===== src/snake_pkg.sv =====
package snake_pkg;

    // Segment names double as bit positions in a segs_t mask
    typedef enum logic [2:0] {
        SEG_A = 3'd0,
        SEG_B = 3'd1,
        SEG_C = 3'd2,
        SEG_D = 3'd3,
        SEG_E = 3'd4,
        SEG_F = 3'd5,
        SEG_G = 3'd6
    } seg_e;

    typedef enum logic [1:0] {
        DIR_RIGHT = 2'd0,
        DIR_LEFT  = 2'd1,
        DIR_UP    = 2'd2,
        DIR_DOWN  = 2'd3
    } dir_e;

    typedef enum logic [1:0] {
        MODE_INIT = 2'd0,
        MODE_MOVE = 2'd1,
        MODE_FALL = 2'd2
    } mode_e;

    // Bit n is segment n with A in bit 0
    typedef logic [6:0] segs_t;

endpackage


===== src/key_pulse.sv =====
module key_pulse #(
    parameter int unsigned DEBOUNCE_LEN = 4
) (
    input  logic clk,
    input  logic rst,
    input  logic key,
    output logic pulse
);

    logic [DEBOUNCE_LEN-1:0] history;
    logic                    level;
    logic                    level_q;

    // Stable only when every sample in the window is high
    assign level = &history;

    always_ff @(posedge clk or posedge rst) begin
        if (rst) begin
            history <= '0;
            level_q <= 1'b0;
            pulse   <= 1'b0;
        end else begin
            history <= (history << 1) | DEBOUNCE_LEN'(key);
            level_q <= level;
            // Rising edge of the debounced level
            pulse   <= level & ~level_q;
        end
    end

endmodule


===== src/game_ctrl.sv =====
module game_ctrl #(
    parameter int unsigned TICK_CYCLES = 2**26,
    parameter int unsigned INIT_TICKS  = 3,
    parameter int unsigned FALL_TICKS  = 1
) (
    input  logic              clk,
    input  logic              rst,
    input  logic              down_pulse,
    input  logic              trail_empty,
    output snake_pkg::mode_e  mode,
    output logic              init,
    output logic              move,
    output logic              fall
);

    import snake_pkg::*;

    localparam int unsigned INIT_CYCLES = INIT_TICKS * TICK_CYCLES;
    localparam int unsigned FALL_CYCLES = FALL_TICKS * TICK_CYCLES;
    localparam int unsigned MAX_CYCLES  =
        (INIT_CYCLES > FALL_CYCLES) ? INIT_CYCLES : FALL_CYCLES;
    localparam int CNT_W = $clog2(MAX_CYCLES + 1);

    localparam logic [CNT_W-1:0] INIT_LAST = CNT_W'(INIT_CYCLES - 1);
    localparam logic [CNT_W-1:0] FALL_LAST = CNT_W'(FALL_CYCLES - 1);

    mode_e            mode_next;
    logic [CNT_W-1:0] cnt;
    logic             counting;
    logic             init_done;
    logic             fall_done;

    // Init always counts, fall only once the trail has emptied
    assign counting  = (mode == MODE_INIT) || ((mode == MODE_FALL) && trail_empty);
    assign init_done = (mode == MODE_INIT) && (cnt == INIT_LAST);
    assign fall_done = (mode == MODE_FALL) && trail_empty && (cnt == FALL_LAST);

    always_comb begin
        mode_next = mode;
        case (mode)
            MODE_INIT: begin
                if (init_done) begin
                    mode_next = MODE_MOVE;
                end
            end
            MODE_MOVE: begin
                if (down_pulse) begin
                    mode_next = MODE_FALL;
                end
            end
            MODE_FALL: begin
                if (fall_done) begin
                    mode_next = MODE_INIT;
                end
            end
            default: begin
                mode_next = MODE_INIT;
            end
        endcase
    end

    always_ff @(posedge clk or posedge rst) begin
        if (rst) begin
            mode <= MODE_INIT;
            cnt  <= '0;
        end else begin
            mode <= mode_next;
            // Restart on every mode change
            if (mode_next != mode) begin
                cnt <= '0;
            end else if (counting) begin
                cnt <= cnt + 1'b1;
            end else begin
                cnt <= '0;
            end
        end
    end

    assign init = (mode == MODE_INIT);
    assign move = (mode == MODE_MOVE);
    assign fall = (mode == MODE_FALL);

endmodule


===== src/segment_walker.sv =====
module segment_walker (
    input  logic              clk,
    input  logic              rst,
    input  snake_pkg::mode_e  mode,
    input  logic              right_pulse,
    input  logic              left_pulse,
    input  logic              up_pulse,
    output logic              trail_empty,
    output snake_pkg::segs_t  display
);

    import snake_pkg::*;

    localparam segs_t SEGS_ALL = 7'h7f;

    seg_e  cur_seg;
    dir_e  head;
    segs_t trail;
    seg_e  nxt_seg;
    dir_e  nxt_head;
    segs_t cur_mask;
    segs_t lit;

    assign cur_mask    = segs_t'(7'd1) << cur_seg;
    assign trail_empty = (trail == '0);

    // First matching walk table row wins
    always_comb begin
        nxt_seg  = cur_seg;
        nxt_head = head;
        case (cur_seg)
            SEG_A: begin
                if (head == DIR_RIGHT && right_pulse) begin
                    nxt_seg  = SEG_B;
                    nxt_head = DIR_DOWN;
                end else if (head == DIR_LEFT && left_pulse) begin
                    nxt_seg  = SEG_F;
                    nxt_head = DIR_DOWN;
                end
            end
            SEG_B: begin
                if (head == DIR_UP && left_pulse) begin
                    nxt_seg  = SEG_A;
                    nxt_head = DIR_LEFT;
                end else if (head == DIR_DOWN && right_pulse) begin
                    nxt_seg  = SEG_G;
                    nxt_head = DIR_LEFT;
                end else if (head == DIR_DOWN && up_pulse) begin
                    nxt_seg  = SEG_C;
                    nxt_head = DIR_DOWN;
                end
            end
            SEG_C: begin
                if (head == DIR_UP && left_pulse) begin
                    nxt_seg  = SEG_G;
                    nxt_head = DIR_LEFT;
                end else if (head == DIR_UP && up_pulse) begin
                    nxt_seg  = SEG_B;
                    nxt_head = DIR_UP;
                end else if (head == DIR_DOWN && right_pulse) begin
                    nxt_seg  = SEG_D;
                    nxt_head = DIR_DOWN;
                end
            end
            SEG_D: begin
                if (head == DIR_RIGHT && left_pulse) begin
                    nxt_seg  = SEG_C;
                    nxt_head = DIR_UP;
                end else if (head == DIR_LEFT && right_pulse) begin
                    nxt_seg  = SEG_E;
                    nxt_head = DIR_UP;
                end
            end
            SEG_E: begin
                if (head == DIR_UP && right_pulse) begin
                    nxt_seg  = SEG_G;
                    nxt_head = DIR_RIGHT;
                end else if (head == DIR_UP && up_pulse) begin
                    nxt_seg  = SEG_F;
                    nxt_head = DIR_UP;
                end else if (head == DIR_DOWN && left_pulse) begin
                    nxt_seg  = SEG_D;
                    nxt_head = DIR_RIGHT;
                end
            end
            SEG_F: begin
                if (head == DIR_UP && right_pulse) begin
                    nxt_seg  = SEG_A;
                    nxt_head = DIR_RIGHT;
                end else if (head == DIR_DOWN && left_pulse) begin
                    nxt_seg  = SEG_G;
                    nxt_head = DIR_RIGHT;
                end
            end
            SEG_G: begin
                if (head == DIR_RIGHT && left_pulse) begin
                    nxt_seg  = SEG_B;
                    nxt_head = DIR_UP;
                end else if (head == DIR_RIGHT && right_pulse) begin
                    nxt_seg  = SEG_C;
                    nxt_head = DIR_DOWN;
                end else if (head == DIR_LEFT && left_pulse) begin
                    nxt_seg  = SEG_E;
                    nxt_head = DIR_DOWN;
                end else if (head == DIR_LEFT && right_pulse) begin
                    nxt_seg  = SEG_F;
                    nxt_head = DIR_UP;
                end
            end
            default: begin
                nxt_seg  = SEG_G;
                nxt_head = DIR_LEFT;
            end
        endcase
    end

    always_ff @(posedge clk or posedge rst) begin
        if (rst) begin
            cur_seg <= SEG_G;
            head    <= DIR_LEFT;
            trail   <= SEGS_ALL;
        end else begin
            case (mode)
                MODE_MOVE: begin
                    cur_seg <= nxt_seg;
                    head    <= nxt_head;
                    trail   <= SEGS_ALL;
                end
                MODE_FALL: begin
                    cur_seg <= nxt_seg;
                    head    <= nxt_head;
                    trail   <= trail & ~cur_mask;
                end
                default: begin
                    cur_seg <= SEG_G;
                    head    <= DIR_LEFT;
                    trail   <= SEGS_ALL;
                end
            endcase
        end
    end

    // Active low with the walker alone lit outside fall
    assign lit     = (mode == MODE_FALL) ? trail : cur_mask;
    assign display = ~lit;

endmodule


===== src/snake_top.sv =====
module snake_top #(
    parameter int unsigned TICK_CYCLES  = 2**26,
    parameter int unsigned INIT_TICKS   = 3,
    parameter int unsigned FALL_TICKS   = 1,
    parameter int unsigned DEBOUNCE_LEN = 4
) (
    input  logic              clk,
    input  logic              rst,
    input  logic              key_right,
    input  logic              key_left,
    input  logic              key_up,
    input  logic              key_down,
    output snake_pkg::segs_t  display,
    output logic              init,
    output logic              move,
    output logic              fall
);

    import snake_pkg::*;

    logic  right_pulse;
    logic  left_pulse;
    logic  up_pulse;
    logic  down_pulse;
    logic  trail_empty;
    mode_e mode;

    // One debouncer per push button
    key_pulse #(.DEBOUNCE_LEN(DEBOUNCE_LEN)) u_key_right (
        .clk   (clk),
        .rst   (rst),
        .key   (key_right),
        .pulse (right_pulse)
    );

    key_pulse #(.DEBOUNCE_LEN(DEBOUNCE_LEN)) u_key_left (
        .clk   (clk),
        .rst   (rst),
        .key   (key_left),
        .pulse (left_pulse)
    );

    key_pulse #(.DEBOUNCE_LEN(DEBOUNCE_LEN)) u_key_up (
        .clk   (clk),
        .rst   (rst),
        .key   (key_up),
        .pulse (up_pulse)
    );

    key_pulse #(.DEBOUNCE_LEN(DEBOUNCE_LEN)) u_key_down (
        .clk   (clk),
        .rst   (rst),
        .key   (key_down),
        .pulse (down_pulse)
    );

    game_ctrl #(
        .TICK_CYCLES (TICK_CYCLES),
        .INIT_TICKS  (INIT_TICKS),
        .FALL_TICKS  (FALL_TICKS)
    ) u_game_ctrl (
        .clk         (clk),
        .rst         (rst),
        .down_pulse  (down_pulse),
        .trail_empty (trail_empty),
        .mode        (mode),
        .init        (init),
        .move        (move),
        .fall        (fall)
    );

    segment_walker u_segment_walker (
        .clk         (clk),
        .rst         (rst),
        .mode        (mode),
        .right_pulse (right_pulse),
        .left_pulse  (left_pulse),
        .up_pulse    (up_pulse),
        .trail_empty (trail_empty),
        .display     (display)
    );

endmodule


===== config.mk =====
export PLATFORM = sky130hd
export DESIGN_NAME = snake_top
export DESIGN_NICKNAME = d
export VERILOG_FILES = /design/src/snake_pkg.sv /design/src/key_pulse.sv /design/src/game_ctrl.sv /design/src/segment_walker.sv /design/src/snake_top.sv
export SDC_FILE = /design/constraint.sdc
export NUM_CORES = 1
export LEC_CHECK = 0
export BUFFER_PORTS_ARGS = -buffer_cell sky130_fd_sc_hd__buf_4
export CORE_MARGIN = 5
export CORE_UTILIZATION = 35
export CTS_BUF_LIST = sky130_fd_sc_hd__clkbuf_2 sky130_fd_sc_hd__clkbuf_4 sky130_fd_sc_hd__clkbuf_8
export DETAILED_ROUTE_END_ITERATION = 16
export PLACE_DENSITY = 0.64
export SKIP_CTS_REPAIR_TIMING = 1
export SYNTH_ARGS = -nofsm -noshare
export SYNTH_HDL_FRONTEND = slang
export SYNTH_SLANG_ARGS = --single-unit

===== constraint.sdc =====
create_clock -name clk -period 2.3 [get_ports clk]
set_clock_uncertainty 0.2 [all_clocks]
set_input_delay 0.46 -clock clk [delete_from_list [all_inputs] [get_ports clk]]
set_output_delay 0.46 -clock clk [all_outputs]
set_load 0.005 [all_outputs]

== Yosys cells after proc, flatten, opt, wreduce, memory -nomap -nowiden ==
Cells that the tools add are included.

* Flip-flop bits (word level): 66
* Word-level logic and storage cells: 128
* Input port bits: 6

* Bitwise operators: 15
* Equality and inequality tests: 21
* Add/subtract/negate cells: 1
* Multiplexer cells: 48
* Shift-type cells: 1
* Reductions and logical operators: 25

{| class="wikitable"
|+ Operators with widths
! cell !! count
|-
| 2-to-1 mux 3 bit || 20
|-
| 2-to-1 mux 28 bit || 2
|-
| 2-to-1 mux 2 bit || 21
|-
| adder 28 x 1 -> 28 bit (second input constant) || 1
|-
| == test 28 x 26 -> 1 bit (second input constant) || 1
|-
| == test 28 bit (second input constant) || 1
|-
| one-hot mux 3 bit (7 select lines) || 1
|-
| OR 4 x 1 -> 4 bit || 4
|-
| AND reduction 4 bit || 4
|-
| inequality test 5 x 2 -> 1 bit (second input constant) || 3
|-
| 2-to-1 mux 7 bit || 2
|-
| NOT 7 bit || 2
|-
| one-hot mux 2 bit (7 select lines) || 1
|-
| logical AND 1 bit || 13
|-
| inequality test 4 x 2 -> 1 bit (second input constant) || 3
|-
| == test 3 bit (second input constant) || 3
|-
| AND 7 bit || 1
|-
| zero test 7 bit || 1
|-
| AND reduction 7 bit || 1
|-
| left shift 1 x 3 -> 7 bit (first input constant) || 1
|-
| == test 2 bit (second input constant) || 3
|-
| == test 3 x 2 -> 1 bit (second input constant) || 2
|-
| inequality test 6 x 2 -> 1 bit (second input constant) || 1
|-
| one-hot mux 2 bit (3 select lines) || 1
|-
| other kinds (10) || 18
|}

== Logic depth before layout (Yosys ltp) ==
Gate-level depths: netlist (run 1).

* Depth after elaboration: 8
* Mapped depth: 10

== Cells and area by module ==
Synthesis (run 1) repeated with hierarchy kept, for this count alone.

* Cell total of the unflattened synthesis: 335
* Area total of the unflattened synthesis: 3364.5 µm²

{| class="wikitable"
|+ By module, submodules not included
! module !! times used !! area an instance (µm²) !! cells each
|-
| game_ctrl || 1 || 1496.4 || 150
|-
| segment_walker || 1 || 1152.4 || 149
|-
| key_pulse || 4 || 178.9 || 9
|}

== Least setup slack after synthesis (run 1) ==
OpenSTA, ideal clock, no wires.

* Path kind: reg2reg
* From: register u_game_ctrl.mode[0]
* To: register u_game_ctrl.cnt[1]
* Library setup time: 0.138 ns
* Slack: -0.280 ns
* Required time: 1.962 ns
* Arrival time: 2.241 ns
* Path buffers: 2
* Cell stages (with the launch flop): 11
* Cell sequence: dfrtp_1 > inv_1 > ha_1 > clkbuf_1 > inv_1 > nor4_1 > nand3b_1 > a22o_1 > o221ai_4 > buf_6 > nor3b_1

* Word-level cells in the longest chain between the ends: 7

{| class="wikitable"
|+ RTL lines
! element !! line !! text
|-
| start, declared || game_ctrl.sv:10 || <nowiki>output snake_pkg::mode_e mode,</nowiki>
|-
| start signal, assigned || game_ctrl.sv:67 || <nowiki>mode <= mode_next;</nowiki>
|-
| == test 2 bit * || -- ||
|-
| named net fall || snake_top.sv:16 || <nowiki>output logic fall</nowiki>
|-
| logical AND 1 bit || game_ctrl.sv:34, game_ctrl.sv:36 ||
|-
| logical AND 1 bit || game_ctrl.sv:36 || <nowiki>assign fall_done = (mode == MODE_FALL) && trail_empty && (cnt == FALL_LAST);</nowiki>
|-
| 2-to-1 mux 2 bit || game_ctrl.sv:52 || <nowiki>if (fall_done) begin</nowiki>
|-
| one-hot mux 2 bit (3 select lines) || game_ctrl.sv:40 || <nowiki>case (mode)</nowiki>
|-
| inequality test 2 bit || game_ctrl.sv:69 || <nowiki>if (mode_next != mode) begin</nowiki>
|-
| 2-to-1 mux 28 bit * || game_ctrl.sv:69 ||
|-
| end signal, assigned || game_ctrl.sv:72 || <nowiki>cnt <= cnt + 1'b1;</nowiki>
|-
| end, declared || game_ctrl.sv:28 || <nowiki>logic [CNT_W-1:0] cnt;</nowiki>
|}

Mark *: on every way through the listed nets, which the timed path passes. The rest lies on a longest branch.
A chain may end at the register's enable or synchronous reset.

== Worst setup path in the final report (run 1) ==
* From: register u_game_ctrl.mode[1]
* To: register u_game_ctrl.cnt[21]

* Word-level cells in the longest chain between the ends: 7

{| class="wikitable"
|+ RTL lines
! element !! line
|-
| == test 2 bit || game_ctrl.sv:34, game_ctrl.sv:36, game_ctrl.sv:40
|-
| logical AND 1 bit || game_ctrl.sv:34, game_ctrl.sv:36
|-
| logical AND 1 bit || game_ctrl.sv:36
|-
| 2-to-1 mux 2 bit || game_ctrl.sv:52
|-
| one-hot mux 2 bit (3 select lines) || game_ctrl.sv:40
|-
| inequality test 2 bit || game_ctrl.sv:69
|-
| 2-to-1 mux 28 bit * || game_ctrl.sv:69
|}

Every way passes the cells marked *; elsewhere a longest branch is shown, timed or not.

==> run metrics, run 1 <==
Synth Flop Type dfrtp_1; Final period util 101.5%; fin crit period 2.335 ns; final core utilization 45.85%; failing checks hold timing, setup timing; vias 2796; GP Congestion 0.8876; TNS Setup -0.1137 ns; global route overflow 0; RSZ-0062 raised after global routing true; clk_lat worst skew 0.35 ns; I/O pin cnt 16; CTS Buf Count 9; number of diodes 0; outcome finished with violations; crit path kind reg2reg; critical path data arrival time 2.38 ns; Highest Clock Rate 428.3 MHz; Storage cell area 1668 sq um; crit end category flop; cell area after layout 4441 sq um; Worst setup SP type flop; Worst Hold Class in2async; Synth area leader dfrtp_1; vias in the first global route 2680; Pleak 1.878 nW; share of the synthesized area in the top cell type 40.70%; WL final 7820 um; number of flops mapped to enable cells by yosys 0; clk sinks 66; I/O Buffers 15; root buffer cell clkbuf_8; Slew HR 61.89%; die height 109.2 um; hpwl dp 5138 um; largest net degree at the start of global routing 31; row count 36; Slew @ Worst Pin 0.5705 ns; Area Overhead vs Synth 28.96%; DR DRC count 0; total track usage 13.34%; WHS -0.02838 ns; drt wl/cell 14.35 um; DP Area 3930 sq um; crit-path max FO 9; most frequent cells in the layout 53 x dfrtp_1, 49 x buf_4, 34 x nand2_1; Ys Warns 0; CTS tree built; Final nets 418; Post-Syn Nets 365; pre-CTS WS 0.002345 ns; clock transition at the registers of the reported paths 0.07 ns; Initial Util 35.56%; fraction of layout cells with a size suffix above 1 31.07%; Slew Viols, Final 0; R2R setup slack -0.03 ns; # setup viols final 12; routed vias/inst 5.130; Worst VDD drop 0.2765 mV; Seq/Total Area, Yosys 48.33%; post-synth cell types 56; maximum clock path buffer count 2; H-tree Lvls 3; Fillers 911; FF+latch count, synth 66; Synth Area per Inst 9.727 sq um; DRT Pass-1 Iters 4; initial antenna violation count 0; DR iter-0 viols 107; Max Cap Viol 0; die width 109.2 um; Finished Layout Cells 545; Inst Count DP 512; Post-Synthesis Cell Area 3443 sq um; Tot Pwr 2.091 mW; CP Data Required Time 2.34 ns; die area 11920 sq um; worst setup margin -0.03455 ns; core area 9684 sq um; Synth area leaders dfrtp_1 41%, dfstp_2 7.6%, nand2_1 3.8%, xor2_1 3.8%, nor2_1 3.6%; FF-to-FF path depth 7; post-route ant nets 0; Gate Count Post-Synth 354; Hold Violations, Final 21; Post-synth ARST share 100.0%; Cell Pwr Density 470.9 nW/um^2; most common cell after layout, fill and taps aside dfrtp_1; first-pass GRT wire length 12630 um; area of the multi-input gates 1823 sq um
critical path, stage by stage (launching register included):
cell	delay, ns
dfrtp_1	0.43
buf_4	0.19
ha_1	0.30
o21bai_1	0.24
a31oi_4	0.22
o221ai_4	0.20
clkbuf_16	0.22
nor3_1	0.24
report_power, final:
part           switching (mW)  total [mW]  internal, mW
Combinational          0.0374      0.0637        0.0262
Clock                   0.431       0.841         0.410
Sequential            0.00731        1.19          1.18
Total                   0.476        2.09          1.62
area by class of cell:
cell class,count,share of cell area (%)
clock buffers,10,3.099
clock inverters,6,0.7326
inverters,13,1.183
multi-input cells,256,41.05
flip-flops and latches,66,37.56
well taps,133,3.748
repair buffers,61,12.62
Yosys cell counts (all sizes together) (2+ instances only):
cell,number
buf,6
nand3b,4
o32a,3
nand4b,2
ha,5
dfstp,10
a221oi,2
dfrtp,56
nand3,13
o21a,3
a21oi,17
or3,3
nand2,35
mux2i,2
o21ai,15
inv,12
o22ai,3
o31ai,7
xor2,15
nand2b,6
o31a,4
a31oi,2
nor2b,9
o22a,2
clkbuf,13
nor2,33
nor4,5
and4,7
xnor2,11
nor3,22
nand4,7
metal layers:
layer	GRT usage [%]	vias to the layer above	wire (um)
met5	0	-	0
met4	4.541	0	102
met3	3.908	9	280
met2	20.79	51	3729
met1	17.74	1364	3708
li1	-	1372	-
cells by family (layout without fill, tap and decap cells):
family	after synthesis	in the layout	share of synthesized area, %
compound gates	71	71	14.35
xor+xnor	26	26	6.613
fa+ha+maj	5	5	1.817
buf+inv	32	90	4.106
flops	66	66	48.33
mux	2	2	0.5814
simple gates	152	152	24.20
worst paths after layout:
check | start | end
worst max-delay path | u_game_ctrl.mode[1] | u_game_ctrl.cnt[21]
worst min-delay path | rst | u_key_down.level_q
worst max register to register | u_game_ctrl.mode[1] | u_game_ctrl.cnt[21]
worst min register to register | u_key_up.history[1] | u_key_up.history[2]
max in group asynchronous | rst | u_segment_walker.cur_seg[1]
min in group clk | u_key_up.history[1] | u_key_up.history[2]
state kept, by name, summed over array words and instances (netlist names), 2 cells and up:
signal and cells:
u_key_left.history 4, u_segment_walker.head 2, u_key_down.history 4, u_game_ctrl.mode 2, u_segment_walker.trail 7, u_segment_walker.cur_seg 3
u_game_ctrl.cnt 28, u_key_right.history 4, u_key_up.history 4
Power figures use the tool's default switching activity.
==> run 2, diff against run 1 <==
--- a/config.mk
+++ b/config.mk
@@ -5,8 +5,10 @@
 export SDC_FILE = /design/constraint.sdc
 export NUM_CORES = 1
 export LEC_CHECK = 0
+export ABC_AREA = 1
 export BUFFER_PORTS_ARGS = -buffer_cell sky130_fd_sc_hd__buf_4
-export CORE_MARGIN = 5
+export CAP_MARGIN = 10
+export CORE_MARGIN = 2
 export CORE_UTILIZATION = 35
 export CTS_BUF_LIST = sky130_fd_sc_hd__clkbuf_2 sky130_fd_sc_hd__clkbuf_4 sky130_fd_sc_hd__clkbuf_8
 export DETAILED_ROUTE_END_ITERATION = 16
==> run 2 against run 1 <==
  * The flow now finishes without violations
  * Register-to-register slack better by 0.19 ns
  * Sequential share of layout area is 1.2 points higher
  * Combinational power is 20% lower
  * Area after synthesis is 4.4% higher
==> run metrics, run 2 <==
Worst setup SP type flop; Post-synth ARST share 100.0% (unchanged); CTS Buf Count 9 (unchanged); DR iter-0 viols 198 (+85%); crit-path max FO 5 (-4); Slew HR 68.52% (+6.6 points); Fillers 1026 (+13%); maximum clock path buffer count 2 (unchanged); final core utilization 42.31% (-3.5 points); DR DRC count 0 (unchanged); CP Launch Point u_segment_walker.cur_seg[1]; crit end category output pin; cell area after layout 4289 sq um (-3.4%); post-synth cell types 36 (-36%); largest net degree at the start of global routing 46 (+48%); die area 11100 sq um (-6.9%); clock transition at the registers of the reported paths 0.09 ns (+0.02 ns); first-pass GRT wire length 13920 um (+10%); I/O pin cnt 16 (unchanged); total track usage 15.38% (+2.0 points); vias in the first global route 2968 (+11%); WL met1 3965 um (+6.9%); Worst Hold Class in2reg; post-route ant nets 0 (unchanged); Largest Register u_game_ctrl.cnt; RR Startpoint u_game_ctrl.cnt[0]; Largest register FFs 28 (unchanged); Tot Pwr 2.337 mW (+12%); fin crit period 2.233 ns (-0.1015 ns); global route overflow 0 (unchanged); number of flops mapped to enable cells by yosys 0 (unchanged); Final period util 97.09% (-4.4 points); Highest Clock Rate 447.8 MHz (+4.5%); Slew @ Worst Pin 0.4715 ns (-0.09899 ns); RSZ-0062 raised after global routing true; critical path, cell by cell inv_2 > nor3_2 > inv_2 > nand2_1 > o21ai_0 > buf_4; CP Data Required Time 1.64 ns (-0.70 ns); Area Overhead vs Synth 19.28%; Gate Count Post-Synth 455 (+29%); WL final 7885 um (+0.83%); fraction of layout cells with a size suffix above 1 23.15% (-7.9 points); Ys Warns 0 (unchanged); met2 wire len 3591 um (-3.7%); Synth Area per Inst 7.903 sq um (-19%); Synth area leader dfrtp_1; die height 105.4 um (-3.5%); cell with the most instances after synthesis nand2_1; Final nets 507 (+21%); Post-Syn Nets 466 (+28%); most frequent CP cell inv_2; Slew Viols, Final 0 (unchanged); GP Congestion 0.9316 (+5.0%); slowest library cell on the worst path dfstp_2; Seq/Total Area, Yosys 46.28% (-2.1 points); Hold Violations, Final 0 (-100%); outcome complete, no violations; Hold Path Origin key_right; Synth Flop Type dfrtp_1; H-tree Lvls 3 (unchanged); most common cell after layout, fill and taps aside nand2_1; core area 10140 sq um (+4.7%); Synth area leaders dfrtp_1 39%, nand2_1 11%, dfstp_2 7.3%, nand3_1 6.7%, inv_1 6.5%; CP max stage delay 0.59 ns (+0.16 ns); Post-Synthesis Cell Area 3596 sq um (+4.4%); crit path kind reg2out; top cell types by occurrence after synthesis 102 x nand2_1, 62 x inv_1, 56 x dfrtp_1; # setup viols final 0 (-12); Routed met3 length 227 um (-19%); most frequent cells in the layout 101 x nand2_1, 59 x inv_1, 56 x dfrtp_1; Initial Util 35.47% (-0.087 points); Max Cap Viol 0 (unchanged); Top Metal Used met4; vias 3094 (+11%); I/O Buffers 15 (unchanged); Cell Pwr Density 544.9 nW/um^2 (+16%); number of diodes 0 (unchanged); Largest regs u_game_ctrl.cnt (28), u_segment_walker.trail (7); DP Area 3965 sq um (+0.89%); Worst VDD drop 0.2851 mV (+3.1%); routed vias/inst 4.857 (-5.3%); row count 37 (+2.8%); DRT Pass-1 Iters 4 (unchanged); die width 105.4 um (-3.5%); clk_lat worst skew 0.35 ns (about the same); WHS 0.02304 ns (+0.05141 ns); drt wl/cell 12.38 um (-14%); Pleak 2.045 nW (+8.9%); critical path data arrival time 1.57 ns (-0.81 ns); initial antenna violation count 0 (unchanged); CTS tree built; share of the synthesized area in the top cell type 38.97% (-1.7 points); clk sinks 66 (unchanged); root buffer cell clkbuf_8; FF+latch count, synth 66 (unchanged); hpwl dp 5769 um (+12%)
==> run 2: cell count changes after synthesis, sizes merged, moves of 8 or more <==
cell / change
clkbuf: -12
nand2: +76
xnor2: -11
nand3: +39
nor2b: -9
nor2: +30
inv: +51
o21ai: +8
a21oi: -11
xor2: -13
==> run 2: stage by stage <==
stage                     cells  TNS (ns)  setup WS (ns)
after floorplan             455         0       0.001744
after global placement      611         0         0.1487
after detailed placement    611         0         0.1117
after CTS                   627  -0.02971       -0.02971
after global routing        637   -0.4053       -0.03235
final                       637         0        0.06696
==> run 2: final cells by class <==
type	instances	area [sq um]	share of cell area (%)
Clock buffer	9	123.9	2.888
Clock inverter	7	101.3	2.363
Inverter	63	236.5	5.513
Multi-Input combinational cell	318	1649	38.45
Sequential cell	66	1664	38.80
Tap cell	136	170.2	3.967
Timing Repair Buffer	38	344.1	8.022
==> run 2: where the power goes <==
part,switching (mW),internal [mW]
Sequential,0.00787,1.18
Clock,0.483,0.617
Combinational,0.0341,0.0168
==> run 2: cells by family after synthesis <==
kind of cell | Yosys count | share of synthesized area (%)
AOI/OAI and AO/OA | 44 | 7.273
xor gates and xnor gates | 2 | 0.4872
adders and majority gates | 5 | 1.740
buffers and inverters | 71 | 8.281
DFF | 66 | 46.28
and+or+nand+nor | 267 | 35.94
==> run 2: worst paths after layout <==
check | end | slack (ns) | cells past startpoint
worst max-delay path | display[2] | 0.07 | 6
worst min-delay path | u_key_right.history[0] | 0.02 | 1
worst max register to register | u_game_ctrl.cnt[14] | 0.16 | 13
worst min register to register | u_key_left.history[3] | 0.17 | 0
max in group asynchronous | u_segment_walker.trail[0] | 0.74 | 4
min in group asynchronous | u_key_left.history[3] | 0.48 | 3
==> run 2: worst max-delay path: cells and delay by family, from the launching register on <==
family	cells	cell delay, ns
flip-flops	1	0.59
buffers and inverters	3	0.30
AND/OR/NAND/NOR	2	0.26
AO/OA/AOI/OAI	1	0.07
==> run 2: layer usage <==
layer	track usage, %	up-vias
li1	-	1561
met1	22.21	1467
met2	23.36	58
met3	2.226	8
met4	5.714	0
met5	0	-
